## src/source/histConfigPkg.sv

```systemverilog
package histConfigPkg;

    // pixel array
    localparam int LANE_NUM = 4;
    localparam int LANE_BITS = 2;

    // histogram geometry
    localparam int BIN_NUM = 256;
    localparam int BIN_BITS = 8;

    // per-bin counter, saturating
    localparam int COUNT_BITS = 10;
    localparam int COUNT_MAX = (1 << COUNT_BITS) - 1;

    // cycles between frame end and first readout address
    localparam int DRAIN_GAP = 2;
    localparam int GAP_BITS = $clog2(DRAIN_GAP) + 1;

    // scan counter covers all bins plus one tail cycle
    localparam int SCAN_BITS = BIN_BITS + 1;

endpackage

```

## src/source/histTypesPkg.sv

```systemverilog
package histTypesPkg;

    import histConfigPkg::*;

    typedef logic [BIN_BITS-1:0] binCodeT;     // time-bin code
    typedef logic [COUNT_BITS-1:0] countT;     // bin count
    typedef logic [LANE_BITS-1:0] laneIdxT;    // pixel / lane index

    // frame sequencing in the router
    typedef enum logic [1:0] {
        RT_IDLE,
        RT_CLEARING,
        RT_ACQUIRE
    } routerStateT;

    // per-lane memory control
    typedef enum logic [1:0] {
        LN_IDLE,
        LN_CLEAR,
        LN_COUNT
    } laneStateT;

    // peak search over all lanes
    typedef enum logic [2:0] {
        RO_IDLE,
        RO_GAP,
        RO_SCAN,
        RO_REPORT,
        RO_DONE
    } readoutStateT;

endpackage

```

## src/source/laneFeedIf.sv

```systemverilog
`timescale 1ns/1ps

interface laneFeedIf;

    import histTypesPkg::*;

    logic sampleStrobe;    // one sample for this lane
    binCodeT binCode;      // bin of that sample
    logic clearStart;      // start memory sweep
    logic clearing;        // high during the sweep

    modport router (
        output sampleStrobe,
        output binCode,
        output clearStart,
        input clearing
    );

    modport lane (
        input sampleStrobe,
        input binCode,
        input clearStart,
        output clearing
    );

endinterface

```

## src/source/laneDrainIf.sv

```systemverilog
`timescale 1ns/1ps

interface laneDrainIf;

    import histTypesPkg::*;

    logic drainActive;     // readout owns the read port
    binCodeT drainAddr;    // bin being read
    countT drainData;      // count, one cycle after drainAddr
    logic pipeEmpty;       // no increment in flight

    modport readout (
        output drainActive,
        output drainAddr,
        input drainData,
        input pipeEmpty
    );

    modport lane (
        input drainActive,
        input drainAddr,
        output drainData,
        output pipeEmpty
    );

endinterface

```

## src/source/binMemory.sv

```systemverilog
`timescale 1ns/1ps

module binMemory (
    input logic clk,
    input logic wrEn,
    input histTypesPkg::binCodeT wrAddr,
    input histTypesPkg::countT wrData,
    input histTypesPkg::binCodeT rdAddr,
    output histTypesPkg::countT rdData
);

    import histConfigPkg::*;
    import histTypesPkg::*;

    countT mem [BIN_NUM];

    // read returns the old word on a same-address write
    always_ff @(posedge clk) begin
        if (wrEn) begin
            mem[wrAddr] <= wrData;
        end
        rdData <= mem[rdAddr];
    end

endmodule

```

## src/source/histogramLane.sv

```systemverilog
`timescale 1ns/1ps

module histogramLane (
    input logic clk,
    input logic res,
    laneFeedIf.lane feed,
    laneDrainIf.lane drain
);

    import histConfigPkg::*;
    import histTypesPkg::*;

    laneStateT state;
    binCodeT clearAddr;

    // read stage
    logic readValid;
    binCodeT readBin;

    // write stage
    logic incWrEn;
    binCodeT incAddr;
    countT incData;

    // write retired last cycle, memory read may still miss it
    logic lastWrEn;
    binCodeT lastAddr;
    countT lastData;

    countT baseCount;
    countT nextCount;

    logic memWrEn;
    binCodeT memWrAddr;
    countT memWrData;
    binCodeT memRdAddr;
    countT memRdData;

    binMemory uMem (
        .clk(clk),
        .wrEn(memWrEn),
        .wrAddr(memWrAddr),
        .wrData(memWrData),
        .rdAddr(memRdAddr),
        .rdData(memRdData)
    );

    // newest matching value wins
    always_comb begin
        if (incWrEn && incAddr == readBin) begin
            baseCount = incData;
        end else if (lastWrEn && lastAddr == readBin) begin
            baseCount = lastData;
        end else begin
            baseCount = memRdData;
        end
        if (baseCount == countT'(COUNT_MAX)) begin
            nextCount = baseCount;                  // saturate
        end else begin
            nextCount = baseCount + countT'(1);
        end
    end

    always_ff @(posedge clk or negedge res) begin
        if (!res) begin
            state <= LN_IDLE;
            clearAddr <= '0;
            readValid <= 1'b0;
            incWrEn <= 1'b0;
            lastWrEn <= 1'b0;
        end else begin
            readValid <= feed.sampleStrobe && (state == LN_COUNT);
            incWrEn <= readValid;
            lastWrEn <= incWrEn;
            case (state)
                LN_IDLE, LN_COUNT: begin
                    if (feed.clearStart) begin
                        state <= LN_CLEAR;
                        clearAddr <= '0;
                    end
                end
                LN_CLEAR: begin
                    clearAddr <= clearAddr + binCodeT'(1);
                    if (clearAddr == binCodeT'(BIN_NUM - 1)) begin
                        state <= LN_COUNT;
                    end
                end
                default: state <= LN_IDLE;
            endcase
        end
    end

    always_ff @(posedge clk) begin
        readBin <= feed.binCode;
        incAddr <= readBin;
        incData <= nextCount;
        lastAddr <= incAddr;
        lastData <= incData;
    end

    // sweep owns the write port while clearing
    assign memWrEn = (state == LN_CLEAR) || incWrEn;
    assign memWrAddr = (state == LN_CLEAR) ? clearAddr : incAddr;
    assign memWrData = (state == LN_CLEAR) ? '0 : incData;
    assign memRdAddr = drain.drainActive ? drain.drainAddr : feed.binCode;

    assign feed.clearing = (state == LN_CLEAR);
    assign drain.drainData = memRdData;
    assign drain.pipeEmpty = !feed.sampleStrobe && !readValid;   // last write lands this edge

endmodule

```

## src/flat_wrapper.sv

```systemverilog
// flat-port wrapper written by rule: the top's interface ports become plain ports
module histogramLane_flat import histConfigPkg::*; import histTypesPkg::*;
  (clk, res, feed_sampleStrobe, feed_binCode, feed_clearStart, feed_clearing, drain_drainActive, drain_drainAddr, drain_drainData, drain_pipeEmpty);
  laneFeedIf feed_i ();
  laneDrainIf drain_i ();
  input logic clk;
  input logic res;
  input wire logic [$bits(feed_i.sampleStrobe)-1:0] feed_sampleStrobe;
  input wire logic [$bits(feed_i.binCode)-1:0] feed_binCode;
  input wire logic [$bits(feed_i.clearStart)-1:0] feed_clearStart;
  output wire logic [$bits(feed_i.clearing)-1:0] feed_clearing;
  input wire logic [$bits(drain_i.drainActive)-1:0] drain_drainActive;
  input wire logic [$bits(drain_i.drainAddr)-1:0] drain_drainAddr;
  output wire logic [$bits(drain_i.drainData)-1:0] drain_drainData;
  output wire logic [$bits(drain_i.pipeEmpty)-1:0] drain_pipeEmpty;
  assign feed_i.sampleStrobe = feed_sampleStrobe;
  assign feed_i.binCode = feed_binCode;
  assign feed_i.clearStart = feed_clearStart;
  assign feed_clearing = feed_i.clearing;
  assign drain_i.drainActive = drain_drainActive;
  assign drain_i.drainAddr = drain_drainAddr;
  assign drain_drainData = drain_i.drainData;
  assign drain_pipeEmpty = drain_i.pipeEmpty;
  histogramLane u_core (.clk(clk), .res(res), .feed(feed_i), .drain(drain_i));
endmodule
```

## config.mk

```make
export PLATFORM = sky130hd
export DESIGN_NAME = histogramLane_flat
export DESIGN_NICKNAME = d
export VERILOG_FILES = /design/src/source/histConfigPkg.sv /design/src/source/histTypesPkg.sv /design/src/source/laneFeedIf.sv /design/src/source/laneDrainIf.sv /design/src/source/binMemory.sv /design/src/source/histogramLane.sv /design/src/flat_wrapper.sv
export SDC_FILE = /design/constraint.sdc
export NUM_CORES = 2
export LEC_CHECK = 0
export BUFFER_PORTS_ARGS = -buffer_cell sky130_fd_sc_hd__buf_2
export CORE_MARGIN = 5
export CORE_UTILIZATION = 41
export CTS_CLUSTER_DIAMETER = 40
export DETAILED_ROUTE_END_ITERATION = 8
export PLACE_DENSITY_LB_ADDON = 0.1
export SETUP_SLACK_MARGIN = 0.05
export SLEW_MARGIN = 20
export SYNTH_ARGS = -nofsm -noshare
export SYNTH_HDL_FRONTEND = slang
export SYNTH_SLANG_ARGS = --single-unit
export TNS_END_PERCENT = 30
```

## constraint.sdc

```tcl
create_clock -name clk -period 11.4 [get_ports clk]
set_input_delay 0.57 -clock clk [delete_from_list [all_inputs] [get_ports clk]]
set_output_delay 0.57 -clock clk [all_outputs]
set_load 0.005 [all_outputs]
```

==> impl_metrics.toml <==
[power_and_ir_drop]
seq_power_share = 0.426
total_power_mw = 26.1
p_int_mw = 19.6
ir_drop_mv = 0.153
combPwrFrac = 0.083
power.switching_mw = 6.46
p_per_area_nw_per_um2 = 215
swShare = 0.248
p_leak_nw = 41.4
power_frac_clock = 0.491

[floorplan]
dieWidth_um = 511
core.rowCount = 184
io_pins = 33
core_um2 = 251000
die_area_um2 = 261000
start_util = 0.411
die_h_um = 511

[drt]
drtPass1Iterations = 6
vias = 63800
viasPerCell = 5.59
routed_wl_um = 312000
drt_iter0_markers = 6595
ant_nets = 0
drc = 0
wl_per_cell_um = 27.4

[timing]
min_period_over_period = 0.451
finalSetupViolations = 0
finalWorstSetupSlack_ns = 6.26
setup_tns_ns = 0
skew_ns = 0.0861
rsz0062_at_grt = "false"
final_hold_viol_count = 0
fmax_mhz = 194
fin_crit_ns = 5.14
finalMaxSlewViolations = 0
worst_pin_slew_ns = 1.30
max_slew_margin = 0.135

[logic_synthesis]
yosys_register_bits = 2627
synth_xor_area_frac = 0.00170
synthMuxAreaShare = 0.0334
synthAdderAreaFrac = 0.000121
synth-compound-area-share = 0.0762
synth_top_flop_cell = "edfxtp_1"
synth_top_family_by_area = "simple AND/OR/NAND/NOR gates"
synth_enable_flop_cells = 2560
yosys.area_share.simple = 0.107
ys_seq_area_frac = 0.760
synth_cell_type_count = 54
avgSynthCellArea_um2 = 13.6
async_flop_share = 0.00495
syn-cell-area_um2 = 103000
yosys_warnings = 0
netlist_instances = 7582
synthesis.nets = 7604

[outcome]
status = "finished clean"

[clock_network]
cts_tree = "built"
cts_buffer_depth = 4
root_buffer = "clkbuf_16"
clock_latency_ns = 0.98
hold_buffers = 11
htree_levels = 5
cts_resized = 0
cts-buffers-inserted = 421
clock_sinks = 2627
clk_pin_slew_ns = 0.05
postCtsSetupBuffers = 0

[layout]
fin_cells = 11400
final_cell_mix = "2,560 x edfxtp_1, 1,983 x nand2_1, 1,085 x a21oi_1"
final_nets = 7747
area_growth_pct = 17.9
final_layout_size_suffix_gt1_frac = 0.129
final_common_cell = "edfxtp_1"

[run]
cap_violations = 0

[worst_setup_path]
crit_buf_inv = 4
slowest_delay_ns = 0.95
required_ns = 12.23
path_delay_family = "buffers and inverters"
path_cells = "dlygate4sd3_1, buf_2, mux2_8, buf_4, buf_4, mux2i_1, o22ai_1, nor4_1, a211oi_1, a211oi_1, nor4_2, o221a_1"
worstSetupPathType = "input port to register"
slowest_stage = "a211oi_1"
worst-path-max-fanout = 80
r2r_cells = 6
worst_r2r_endpoint = "u_core.uMem.mem[109][1]"
path_depth = 12
ff2ff_setup_slack_ns = 7.12
cp.arrival_ns = 5.98
cp-start-kind = "input port"
timing.critical_path.to_type = "register"
cp-startpoint = "feed_binCode[0]"
setup.worst_path.end = "u_core.uMem.rdData[4]"
r2r_start = "u_core.state[1]"

[global_route]
grt_pass1_vias = 61300
grt.total_usage = 0.232
grt_max_degree = 187
overflow = 0
grt_first_pass_wirelength_um = 449000
grt_antenna_before_repair = 14

[place]
place_ws_ns = 5.46
gp_congestion = 0.805
dp_cells = 10600
port_buffers = 32
hpwl_um = 172000

[worst_hold_path]
hp-class = "input port to asynchronous set/reset pin"
-- power by group through the flow --
stage	sequential, mW	combinational [mW]	clock [mW]
after floorplan	11.3	1.11	0
after global placement	11.3	2.13	0
after detailed placement	11.3	2.17	0
after CTS	11.1	2.18	13.0
after global routing	11.1	2.30	13.4
final	11.1	2.17	12.8
-- cell usage after synthesis, types with 3 or more instances --
cell type  instances  area share
nor2_1           276       0.010
buf_1             43      0.0016
dfxtp_1           54       0.010
and2_1            14     0.00085
xor2_1             3     0.00026
a21oi_2            5     0.00043
nand4_1            3     0.00018
inv_1             10     0.00036
nand3_1           11     0.00053
a21oi_1         1085       0.053
buf_6              9     0.00098
dfrtp_1           13      0.0032
edfxtp_1        2560        0.75
o32ai_1            6     0.00051
a22oi_1           40      0.0029
o22ai_1          160      0.0097
nand3b_1           8     0.00058
nor4_1           330       0.020
clkbuf_1         242      0.0088
o21ai_1            4     0.00019
nand2b_1           9     0.00055
o21ai_0           23      0.0011
mux2_2             3     0.00033
buf_2            163      0.0079
o221a_1           10      0.0011
mux2i_1          335       0.033
a211oi_1          80      0.0058
or3_1              5     0.00030
o31ai_1            4     0.00029
nand2_1         1999       0.073
and3_1             4     0.00024
buf_4             28      0.0020
xnor2_1           17      0.0014
-- logic make-up after synthesis --
kind of cell             after synthesis
AO/OA/AOI/OAI                       1433
XOR/XNOR                              20
adder cells (fa/ha/maj)                1
buffers and inverters                495
flip-flops                          2627
multiplexers                         341
AND/OR/NAND/NOR                     2665
-- worst min path at each step --
stage | endpoint | startpoint | cells past startpoint
floorplan | u_core.clearAddr[0] | res | 0
global placement | u_core.lastData[8] | u_core.incData[8] | 0
detailed placement | u_core.lastData[2] | u_core.incData[2] | 0
CTS | u_core.readValid | res | 2
global route | u_core.readValid | res | 2
finish | u_core.readValid | res | 2
-- per-stage QoR --
stage | utilization | area [um^2] | hold slack (ns)
global placement | 0.426 | 107000 | 0.358
finish | 0.484 | 121000 | 0.162
CTS | 0.484 | 121000 | 0.116
floorplan | - | 103000 | 0.274
global route | 0.484 | 121000 | 0.177
detailed placement | 0.427 | 107000 | 0.363
-- layer usage --
layer | share of wire | up-vias | global-route usage
met5 | 0.000022 | - | 0
met3 | 0.069 | 475 | 0.0373
met2 | 0.47 | 2448 | 0.365
met1 | 0.44 | 32400 | 0.336
li1 | - | 28500 | -
met4 | 0.027 | 2 | 0.0612
-- layout make-up --
class,instances,area [um^2]
flip-flops and latches,2627,78300
fillers,21600,129000
repair buffers,205,1750
multi-input cells,4460,23000
inverters,10,37.5
clock buffers,470,10800
clock inverters,294,3440
well taps,3348,4190
diodes,5,12.5
-- registers in the layout, indices dropped and copies added, names as in the netlist --
register,flops
u_core.lastData,10
u_core.lastWrEn,1
u_core.uMem.mem,2560
u_core.clearAddr,8
u_core.uMem.rdData,10
u_core.readValid,1
u_core.incWrEn,1
u_core.incAddr,8
u_core.incData,10
u_core.readBin,8
u_core.state,2
u_core.lastAddr,8
(Power assumes the default switching activity.)
